**config.mk**
```make
export PLATFORM = sky130hd
export DESIGN_NAME = decoder
export DESIGN_NICKNAME = d
export VERILOG_FILES = /design/src/design/riscv151_pkg.sv /design/src/design/decoder.sv
export SDC_FILE = /design/constraint.sdc
export NUM_CORES = 1
export LEC_CHECK = 0
export BUFFER_PORTS_ARGS = -buffer_cell sky130_fd_sc_hd__buf_4
export CORE_ASPECT_RATIO = 0.7
export CORE_MARGIN = 5
export CORE_UTILIZATION = 37
export DETAILED_ROUTE_END_ITERATION = 7
export PLACE_DENSITY = 0.95
export SYNTH_ARGS = -nofsm -noshare
export SYNTH_HDL_FRONTEND = slang
export SYNTH_SLANG_ARGS = --single-unit
```
**constraint.sdc**
```tcl
create_clock -name vclk -period 2.4
set_input_delay 0.12 -clock vclk [all_inputs]
set_output_delay 0.12 -clock vclk [all_outputs]
set_load 0.02 [all_outputs]
```
**src/design/riscv151_pkg.sv**
```systemverilog
package riscv151_pkg;

    typedef logic [31:0] word_t;     // data, instruction or pc
    typedef logic [4:0]  reg_addr_t; // architectural register index

    // base opcodes of the supported subset
    typedef enum logic [6:0] {
        OP_REG    = 7'b0110011,
        OP_IMM    = 7'b0010011,
        OP_LUI    = 7'b0110111,
        OP_BRANCH = 7'b1100011,
        OP_JAL    = 7'b1101111
    } opcode_e;

    typedef enum logic [3:0] {
        ALU_ADD, ALU_SUB, ALU_SLL, ALU_SLT, ALU_SLTU, ALU_XOR,
        ALU_SRL, ALU_SRA, ALU_OR, ALU_AND, ALU_PASS_B
    } alu_op_e;

    typedef enum logic [2:0] {
        BR_NONE, BR_EQ, BR_NE, BR_LT, BR_GE
    } br_op_e;

    typedef enum logic {
        WB_ALU, // alu result
        WB_PC4  // link address for jal
    } wb_sel_e;

    // decode result consumed by execute
    typedef struct packed {
        alu_op_e   alu_op;
        br_op_e    br_op;
        logic      jump;
        logic      use_imm;  // b operand from immediate
        logic      reg_we;
        wb_sel_e   wb_sel;
        reg_addr_t rs1;
        reg_addr_t rs2;
        reg_addr_t rd;       // zero for non-writers
        word_t     imm;
    } ctrl_t;

    typedef struct packed {
        word_t addr; // word index, low bits used
        word_t data;
    } prog_wr_t;

    typedef struct packed {
        word_t     pc;
        reg_addr_t rd;
        word_t     data;
    } retire_t;

endpackage

```
**src/design/decoder.sv**
```systemverilog
module decoder (
    input  riscv151_pkg::word_t inst_i,
    output riscv151_pkg::ctrl_t ctrl_o
);

    riscv151_pkg::opcode_e opcode;
    riscv151_pkg::alu_op_e arith_op; // shared by reg and imm forms
    riscv151_pkg::word_t   imm_i, imm_b, imm_u, imm_j;
    logic [2:0]            funct3;
    logic                  alt;      // bit 30 selects sub / sra

    assign opcode = riscv151_pkg::opcode_e'(inst_i[6:0]);
    assign funct3 = inst_i[14:12];
    assign alt    = inst_i[30];

    // immediate formats
    assign imm_i = {{20{inst_i[31]}}, inst_i[31:20]};
    assign imm_b = {{19{inst_i[31]}}, inst_i[31], inst_i[7], inst_i[30:25], inst_i[11:8], 1'b0};
    assign imm_u = {inst_i[31:12], 12'b0};
    assign imm_j = {{11{inst_i[31]}}, inst_i[31], inst_i[19:12], inst_i[20], inst_i[30:21], 1'b0};

    // alu control from funct3 and bit 30
    always_comb begin
        unique case (funct3)
            3'b000: arith_op = (alt && opcode == riscv151_pkg::OP_REG) ?
                               riscv151_pkg::ALU_SUB : riscv151_pkg::ALU_ADD; // addi has no sub
            3'b001: arith_op = riscv151_pkg::ALU_SLL;
            3'b010: arith_op = riscv151_pkg::ALU_SLT;
            3'b011: arith_op = riscv151_pkg::ALU_SLTU;
            3'b100: arith_op = riscv151_pkg::ALU_XOR;
            3'b101: arith_op = alt ? riscv151_pkg::ALU_SRA : riscv151_pkg::ALU_SRL;
            3'b110: arith_op = riscv151_pkg::ALU_OR;
            default: arith_op = riscv151_pkg::ALU_AND;
        endcase
    end

    always_comb begin
        ctrl_o        = '0; // nop that writes nothing
        ctrl_o.rs1    = inst_i[19:15];
        ctrl_o.rs2    = inst_i[24:20];
        case (opcode)
            riscv151_pkg::OP_REG: begin
                ctrl_o.alu_op = arith_op;
                ctrl_o.reg_we = 1'b1;
                ctrl_o.rd     = inst_i[11:7];
            end
            riscv151_pkg::OP_IMM: begin
                ctrl_o.alu_op  = arith_op;
                ctrl_o.use_imm = 1'b1;
                ctrl_o.imm     = imm_i;
                ctrl_o.reg_we  = 1'b1;
                ctrl_o.rd      = inst_i[11:7];
            end
            riscv151_pkg::OP_LUI: begin
                ctrl_o.alu_op  = riscv151_pkg::ALU_PASS_B; // imm straight through
                ctrl_o.use_imm = 1'b1;
                ctrl_o.imm     = imm_u;
                ctrl_o.reg_we  = 1'b1;
                ctrl_o.rd      = inst_i[11:7];
            end
            riscv151_pkg::OP_BRANCH: begin
                ctrl_o.imm = imm_b;
                case (funct3)
                    3'b000:  ctrl_o.br_op = riscv151_pkg::BR_EQ;
                    3'b001:  ctrl_o.br_op = riscv151_pkg::BR_NE;
                    3'b100:  ctrl_o.br_op = riscv151_pkg::BR_LT;
                    3'b101:  ctrl_o.br_op = riscv151_pkg::BR_GE;
                    default: ctrl_o.br_op = riscv151_pkg::BR_NONE; // unsigned forms fall through
                endcase
            end
            riscv151_pkg::OP_JAL: begin
                ctrl_o.jump   = 1'b1;
                ctrl_o.imm    = imm_j;
                ctrl_o.wb_sel = riscv151_pkg::WB_PC4;
                ctrl_o.reg_we = 1'b1;
                ctrl_o.rd     = inst_i[11:7];
            end
            default: ;
        endcase
    end

endmodule

```
# --- After elaboration in Yosys (flattened, before gate mapping) ---
# Index checks and enable logic that the tools add are counted.
word_totals:
  output_inout_bits: 58
  ff_bits: 0
op_classes:
  n_eq_ne: 11
  mux: 11
  reduce_logical: 5
op_table:
  columns: ["op", "n"]
  rows:
  - ["$pmux 32 s4", 1]
  - ["$pmux 4 s7", 1]
  - ["$eq 7x6->1 const B", 2]
  - ["$eq 7x7->1 const B", 2]
  - ["$pmux 3 s4", 1]
  - ["$eq 3x3->1 const B", 3]
  - ["$pmux 4 s2", 1]
  - ["$eq 7x5->1 const B", 1]
  - ["$eq 3x2->1 const B", 2]
  - ["$mux 1", 5]
  - ["$mux 5", 1]
  - ["$reduce_or 2->1", 2]
  - ["$reduce_or 4->1", 1]
  - ["$eq 3x1->1 const B", 1]
  - ["$logic_not 3->1", 1]
  - ["$mux 3", 1]
  - ["$logic_and 1x1->1", 1]

# --- Longest topological paths before layout ---
# Gate-level depths: netlist of the first run.
logic_depth:
  ltp_word: 5
  mapped_depth: 5

# --- Worst setup path before layout of the first run ---
# OpenSTA, ideal clock, no wires.
synth_path:
  kind: "in2out"
  from: "input port inst_i[3]"
  to: "output port ctrl_o[54] (netlist bit)"
  cell_stages: 4
  required_time_ps: 2280
  slack_ps: 1009
  t_arrival_ps: 1271
  n_path_buf: 1
  path_cell_list: "nor4bb_1 > buf_4 > nand3b_1 > a211oi_1"
synth_rtl:
  columns: ["item", "line", "rtl"]
  rows:
  - ["start: declaration", "decoder.sv:2", "input riscv151_pkg::word_t inst_i,"]
  - ["end: declaration", "decoder.sv:3", "output riscv151_pkg::ctrl_t ctrl_o"]

==> metrics.txt, run 1 <==
largest net degree at the start of global routing 19; first drt pass iteration count 4; Core Footprint 1850 um^2; Min-Delay Endpoint ctrl_o[42]; TNS Setup 0 ns; Starting DRT DRC Count 52; hold_sp inst_i[15]; crit share post-route 0.667; number of max-cap violations 0; Post-Syn Area 721 um^2; Worst VDD drop 0.000107 V; Final nets 204; postcts setup bufs 0; Setup WS pre-CTS between 0.7 and 0.8 ns; Total Power ~0.00015 W; Ports 90; status finished, final reports clean; Seq/Total Area, Yosys 0; Storage cell area 0 um^2; vias 1043; gr usage total 0.202; Slew headroom 0.667; Seq cells 0; hold path cells 2; Netlist cell types 36; most frequent CP cell buf_4; max incr delay on CP 0.44 ns; number of fill cells 153; hold crit path type input port to output port; first-pass GRT wire length 4850 um; Max Clk Rate around 620 MHz; critical path startpoint category input port; initial antenna violation count 0; CLK BUF 0; final RePlAce weighted congestion between 0.9 and 1; row cnt 13; ANT cells 0; Slew Viols, Final 0; CTS resizes 0; most frequent cells in the layout buf_4, o2bb2ai_1, a21o_1; area of the multi-input gates around 600 um^2; Least-Margin Pin Slew 0.498 ns; # DRC 0; slowest stage cell, crit path or3b_4; vias in the first global route 926; PnR worst setup slack 0.799 ns; WP data required 2.28 ns; layout overhead on the synthesized area 82.6%; Initial Utilization 0.389; remaining antenna violation count 0; crit end category output port; IO buf count 90; syn avg cell area 7.43 um^2; total grt overflow 0; most common cell after layout, fill and taps aside buf_4; final count of negative-setup-slack endpoints 0; drt total wl 3220 um; die height 46.9 um; Post-Synthesis Cells 97; final hold vios 0; Die Area 2940 um^2; layout cells sized above 1 0.571; PwrDens 114 nW/um^2; Crit Path Class input port to output port; Tmin final 1.60 ns; HPWL Detailed 2770 um; cells along the critical path buf_4 > or3b_4 > nor2_2 > o2bb2ai_1 > buf_4; fin util 0.710; Mapped Nets between 100 and 150; routed len/inst 16.8 um; WP data arrival around 1.5 ns; via/cell ratio 5.43; RSZ-0062 raised after global routing false; Post-CTS Hold Buffers 0; leak pwr roughly 0.74 nW; Die X between 60 and 70 um; Ys Warns 0; worst-path maximum fanout 13
==> cell type report <==
type / instances / area share
Inverter: 1 / 0.00285
Multi-Input combinational cell: 78 / 0.457
Timing Repair Buffer: 91 / 0.519
Tap cell: 22 / 0.0209
==> per-layer routing <==
metal	vias to the layer above	part of all wire	global-route usage	wire length [um]
met1	484	0.38	0.225	1220
li1	519	-	-	-
met3	2	0.045	0.00957	146
met4	0	0.0065	0.0254	21
met5	-	0	0	0
met2	38	0.57	0.446	1840
==> through the flow <==
stage	cells	hold WS, ns	area (um^2)
after floorplan	97	0.320	721
after global placement	192	0.449	1320
after detailed placement	192	0.450	1320
after CTS	192	0.450	1320
after global routing	192	0.456	1320
final	192	0.449	1320
==> power breakdown <==
group,switching (W),total (W),internal (W)
Clock,0,0,0
Combinational,0.0000783,0.000150,0.0000721
Sequential,0,0,0
==> worst max path at each step <==
| stage | depth (start not counted) | slack [ns] | startpoint | endpoint |
|---|---|---|---|---|
| 2_1_floorplan | 4 | 1.01 | inst_i[3] | ctrl_o[54] |
| 3_3_place_gp | 5 | 0.86 | inst_i[6] | ctrl_o[25] |
| 3_5_place_dp | 5 | 0.80 | inst_i[6] | ctrl_o[30] |
| 4_1_cts | 5 | 0.80 | inst_i[6] | ctrl_o[30] |
| 5_1_grt | 5 | 0.72 | inst_i[6] | ctrl_o[30] |
| 6_report | 5 | 0.80 | inst_i[6] | ctrl_o[30] |
==> Yosys cell counts <==
master	n	area (um^2)
clkbuf_1	1	3.75
nand2b_1	1	6.26
buf_1	3	11.3
a221oi_4	1	26.3
buf_2	2	10.0
a21oi_2	1	8.76
nand3_1	1	5.00
nor3b_1	6	45.0
and3b_1	1	8.76
xnor2_1	2	17.5
inv_1	1	3.75
a22o_1	4	35.0
nand2_1	4	15.0
or3b_4	1	11.3
o22ai_1	2	12.5
and2_1	6	37.5
nand4_1	2	12.5
a21oi_1	1	5.00
o21ai_0	2	10.0
a211o_1	2	17.5
buf_4	12	90.1
and3_1	3	18.8
a21oi_4	1	16.3
nor3_1	3	15.0
mux2i_1	1	10.0
a21o_1	9	67.6
nand3b_1	3	22.5
nor2_2	1	6.26
nand4b_1	1	8.76
a211oi_1	1	7.51
nor3b_2	1	12.5
o2bb2ai_1	12	105
a2bb2o_1	1	10.0
nor4bb_1	1	10.0
nor2_1	2	7.51
o211a_1	1	10.0
==> cell families (layout without fill, tap and decap cells) <==
| kind of cell | count (synthesis) | in the layout | synth area share |
|---|---|---|---|
| buffers and inverters | 19 | 92 | 0.165 |
| and+or+nand+nor | 37 | 37 | 0.337 |
| AOI/OAI and AO/OA | 38 | 38 | 0.460 |
| muxes | 1 | 1 | 0.0139 |
| xor gates and xnor gates | 2 | 2 | 0.0243 |
==> worst max-delay path: cells and delay by family <==
family | cells | cell delay (ns)
compound gates | 1 | 0.18
buf+inv | 2 | 0.31
simple gates | 2 | 0.85
Power figures use the tool's default switching activity.
==> run 2: changes to the inputs <==
--- a/config.mk
+++ b/config.mk
@@ -8,9 +8,9 @@
 export BUFFER_PORTS_ARGS = -buffer_cell sky130_fd_sc_hd__buf_4
 export CORE_ASPECT_RATIO = 0.7
 export CORE_MARGIN = 5
-export CORE_UTILIZATION = 37
+export CORE_UTILIZATION = 34
 export DETAILED_ROUTE_END_ITERATION = 7
-export PLACE_DENSITY = 0.95
+export PLACE_DENSITY = 0.92
 export SYNTH_ARGS = -nofsm -noshare
 export SYNTH_HDL_FRONTEND = slang
 export SYNTH_SLANG_ARGS = --single-unit
==> constraint.sdc (replaced) <==
create_clock -name vclk -period 1.6
set_input_delay 0.08 -clock vclk [all_inputs]
set_output_delay 0.08 -clock vclk [all_outputs]
set_load 0.02 [all_outputs]
==> run 2 against run 1 <==
Die area grew 7.2%. Critical path type unchanged. Highest routed layer unchanged. Critical path depth stayed put. Largest cell class unchanged. Utilization is 6.4 points lower. Flip-flop and latch count is the same. Sequential share of layout area is the same. Non-clock buffer count up 3. Largest power group unchanged. Setup slack lost 0.64 ns. Global-route usage down 1.3 points. First-iteration DRC count rose by 46%.
==> metrics.txt, run 2 (same netlist as run 1, synthesis figures left out) <==
status finished, final reports clean; PnR worst setup slack 0.159 ns (-0.640 ns); Starting DRT DRC Count 76 (+46%); PwrDens 171 nW/um^2 (+50%); initial antenna violation count 0 (unchanged); Worst VDD drop 0.000117 V (+9.1%); most frequent cells in the layout buf_4, o2bb2ai_1, a21o_1; Seq cells 0 (unchanged); routed len/inst 16.5 um (-1.8%); hold_sp inst_i[15]; Initial Utilization 0.346 (-0.0429); vias 1064 (+2.0%); gr usage total 0.189 (-0.0131); WP data arrival 1.36 ns (-0.12 ns); row cnt 14 (+1); vias in the first global route 1019 (+10%); HPWL Detailed 2760 um (-0.35%); leak pwr 0.758 nW (+2.1%); crit share post-route 0.900; # DRC 0 (unchanged); largest net degree at the start of global routing 19 (unchanged); layout overhead on the synthesized area 86.8%; CTS resizes 0 (unchanged); final RePlAce weighted congestion 0.979 (+2.9%); Slew headroom 0.714 (+0.0470); most common cell after layout, fill and taps aside buf_4; number of max-cap violations 0 (unchanged); Slew Viols, Final 0 (unchanged); Final nets 207 (+1.5%); Core Footprint 2080 um^2 (+12%); slowest stage cell, crit path or3b_4; Ports 90 (unchanged); hold crit path type input port to output port; ANT cells 0 (unchanged); RSZ-0062 raised after global routing false; cell total after placement 197 (+2.6%); Die Area 3160 um^2 (+7.2%); IO buf count 90 (unchanged); critical path startpoint category input port; worst-path maximum fanout 6 (-7); placement-stage cell area 1340 um^2 (+1.9%); max incr delay on CP 0.45 ns (about the same); fin cells 197 (+2.6%); Crit Path Class input port to output port; Die X 65.0 um (+3.6%); post-route cell area 1350 um^2 (+2.3%); Setup WS pre-CTS 0.165 ns (-0.633 ns); TNS Setup 0 ns (unchanged); CLK BUF 0 (unchanged); Least-Margin Pin Slew 0.428 ns (-0.0709 ns); final count of negative-setup-slack endpoints 0 (unchanged); Post-CTS Hold Buffers 0 (unchanged); die height 48.5 um (+3.4%); drt total wl 3250 um (+0.81%); first drt pass iteration count 4 (unchanged); WP data required 1.52 ns (-0.76 ns); remaining antenna violation count 0 (unchanged); first-pass GRT wire length 5000 um (+3.0%); cells along the critical path buf_4 > or3b_4 > a221oi_4 > and2_1 > buf_4; via/cell ratio 5.40 (-0.58%); Max Clk Rate between 600 and 700 MHz; Storage cell area 0 um^2 (unchanged); final hold vios 0 (unchanged); fin util 0.646 (-0.0640); total grt overflow 0 (unchanged); postcts setup bufs 0 (unchanged); layout cells sized above 1 0.584 (+0.0132); hold path cells 2 (unchanged); most frequent CP cell buf_4; crit end category output port; Min-Delay Endpoint ctrl_o[42]; Tmin final approximately 1.4 ns
[run 2: cell types whose count changed in the layout (fill, tap and decap cells not counted)]
cell	before	now
a211oi_1	1	0
a211oi_2	0	1
buf_4	91	94
[run 2: layout make-up]
| cell class | instances | area (um^2) |
|---|---|---|
| multi-input cells | 78 | 607 |
| repair buffers | 94 | 706 |
| fillers | 201 | 738 |
| well taps | 24 | 30.0 |
| inverters | 1 | 3.75 |
[run 2: critical path, delay by kind of cell]
family	cells	cell delay [ns]
buffers and inverters	2	0.27
AO/OA/AOI/OAI	1	0.37
AND/OR/NAND/NOR	2	0.64
[run 2: worst max path at each step]
stage / from / to / slack, ns / cells past startpoint
finish: inst_i[6] / ctrl_o[32] / 0.16 / 5
global route: inst_i[3] / ctrl_o[54] / 0.06 / 6
CTS: inst_i[3] / ctrl_o[54] / 0.16 / 6
detailed placement: inst_i[6] / ctrl_o[32] / 0.17 / 5
global placement: inst_i[6] / ctrl_o[32] / 0.22 / 5
floorplan: inst_i[3] / ctrl_o[54] / 0.29 / 4
[run 2: per-stage QoR]
stage	power, W	hold WS [ns]
after floorplan	0.000116	0.240
after global routing	0.000246	0.377
final	0.000231	0.369
after global placement	0.000221	0.369
after detailed placement	0.000229	0.371
after CTS	0.000229	0.371
[run 2: report_power, final]
part | switching (W) | internal, W | leakage, nW
Combinational | 0.000120 | 0.000111 | 0.758
Clock | 0 | 0 | 0
Sequential | 0 | 0 | 0
Total | 0.000120 | 0.000111 | 0.758
[run 2: per-layer routing]
metal | share of wire | track usage | wire (um)
met5 | 0 | 0 | 0
met2 | 0.56 | 0.362 | 1830
met1 | 0.38 | 0.232 | 1230
met3 | 0.042 | 0.0116 | 135
met4 | 0.016 | 0.0276 | 51
==> run 3: changes to the inputs <==
--- a/config.mk
+++ b/config.mk
@@ -10,6 +10,7 @@
 export CORE_MARGIN = 5
 export CORE_UTILIZATION = 34
 export DETAILED_ROUTE_END_ITERATION = 7
+export MAX_ROUTING_LAYER = met4
 export PLACE_DENSITY = 0.92
 export SYNTH_ARGS = -nofsm -noshare
 export SYNTH_HDL_FRONTEND = slang
==> run 3 against run 2 <==
Setup slack got worse by 0.019 ns. Total power increased by 0.54%. Via count increased by 2.9%. Utilization grew 0.36 points. First-iteration DRC count is 39% lower. Combinational power about the same. Non-clock buffer count up 1. Final area increased by 0.56%. Global-route usage increased by 0.42 points. Die area unchanged. Worst hold slack barely moved. Flip-flop and latch count unchanged. Largest power group unchanged.
==> metrics.txt, run 3 (same netlist as run 1, synthesis figures left out) <==
status finished, final reports clean; placement-stage cell area 1350 um^2 (+0.56%); Crit Path Class input port to output port; number of max-cap violations 0 (unchanged); total grt overflow 0 (unchanged); remaining antenna violation count 0 (unchanged); Least-Margin Pin Slew 0.437 ns (+0.00986 ns); cells along the critical path buf_4 > nor4bb_1 > buf_4 > nand3b_1 > a211oi_2 > buf_4; Max Clk Rate 685 MHz (-1.3%); largest net degree at the start of global routing 19 (unchanged); gr usage total 0.193 (+0.00420); critical path startpoint category input port; most common cell after layout, fill and taps aside buf_4; ANT cells 0 (unchanged); CLK BUF 0 (unchanged); IO buf count 90 (unchanged); Ports 90 (unchanged); Storage cell area 0 um^2 (unchanged); slowest stage cell, crit path nor4bb_1; Setup WS pre-CTS 0.150 ns (-0.0153 ns); Worst VDD drop 0.000112 V (-3.9%); worst-path maximum fanout 10 (+4); # DRC 0 (unchanged); Post-CTS Hold Buffers 0 (unchanged); Die Area 3160 um^2 (unchanged); final RePlAce weighted congestion 0.994 (+1.6%); RSZ-0062 raised after global routing false; met3 wire len 144 um (+6.7%); layout cells sized above 1 0.586 (+0.00239); first-pass GRT wire length 5000 um (unchanged); Final nets 208 (+0.48%); crit share post-route 0.913 (+0.0122); Initial Utilization 0.346 (unchanged); most frequent CP cell buf_4; wire length on met2 1870 um (+2.2%); post-route cell area 1350 um^2 (+0.56%); crit end category output port; Core Footprint 2080 um^2 (unchanged); final count of negative-setup-slack endpoints 0 (unchanged); max incr delay on CP 0.29 ns (-0.16 ns); WP data arrival 1.38 ns (+0.02 ns); DR top layer met4; TNS Setup 0 ns (unchanged); vias in the first global route 1045 (+2.6%); Slew Viols, Final 0 (unchanged); Tmin final 1.46 ns (+0.0195 ns); routed length on met1 1270 um (+2.9%); WP data required 1.52 ns (about the same); most frequent cells in the layout buf_4, o2bb2ai_1, a21o_1; Starting DRT DRC Count 46 (-39%); Die X 65.0 um (unchanged); layout overhead on the synthesized area 87.8%; vias 1095 (+2.9%); gate family responsible for the most delay along the worst path buffers and inverters; routed len/inst 16.8 um (+1.7%); HPWL Detailed 2770 um (+0.54%); Slew headroom 0.708 (-0.00659); fin util 0.649 (+0.00360); initial antenna violation count 0 (unchanged); Buf/Inv on CP 3 (+1); die height 48.5 um (unchanged); hold crit path type input port to output port; via/cell ratio 5.53 (+2.4%); PnR worst setup slack 0.140 ns (-0.0195 ns); first drt pass iteration count 4 (unchanged); leak pwr 0.762 nW (+0.56%); final hold vios 0 (unchanged); row cnt 14 (unchanged); PwrDens 171 nW/um^2 (about the same); WHS 0.370 ns (+0.000399 ns); drt total wl 3320 um (+2.2%); Seq cells 0 (unchanged)
[run 3: cell count changes in the layout (fill, tap and decap cells not counted), sizes merged]
cell and change:
buf +1
[run 3: what timing repair did]
action / in CTS / in global routing
resized for setup: 0 / 1
buffers inserted: 0 / 0
setup endpoints to repair: 0 / 1
[run 3: layer usage]
layer	track usage	vias up
met2	0.384	41
met3	0.00926	6
li1	-	522
met1	0.217	526
met4	0.0172	0
met5	-	-
[run 3: where the power goes]
part           internal [W]  switching (W)
logic              0.000111       0.000121
registers                 0              0
clock network             0              0
[run 3: cell type report]
class                      instances  area [um^2]
tap                               24         30.0
timing repair buffer              95          713
fill                             189          731
inverter                           1         3.75
multi-input combinational         78          607
[run 3: worst paths after layout]
path	from	to	cells past startpoint
worst min-delay path	inst_i[18]	ctrl_o[45]	2
worst max-delay path	inst_i[3]	ctrl_o[54]	6
[run 3: per-stage QoR]
| stage | total power, W | std cells |
|---|---|---|
| floorplan | 0.000116 | 97 |
| global placement | 0.000222 | 198 |
| detailed placement | 0.000230 | 198 |
| CTS | 0.000230 | 198 |
| global route | 0.000247 | 198 |
| finish | 0.000232 | 198 |
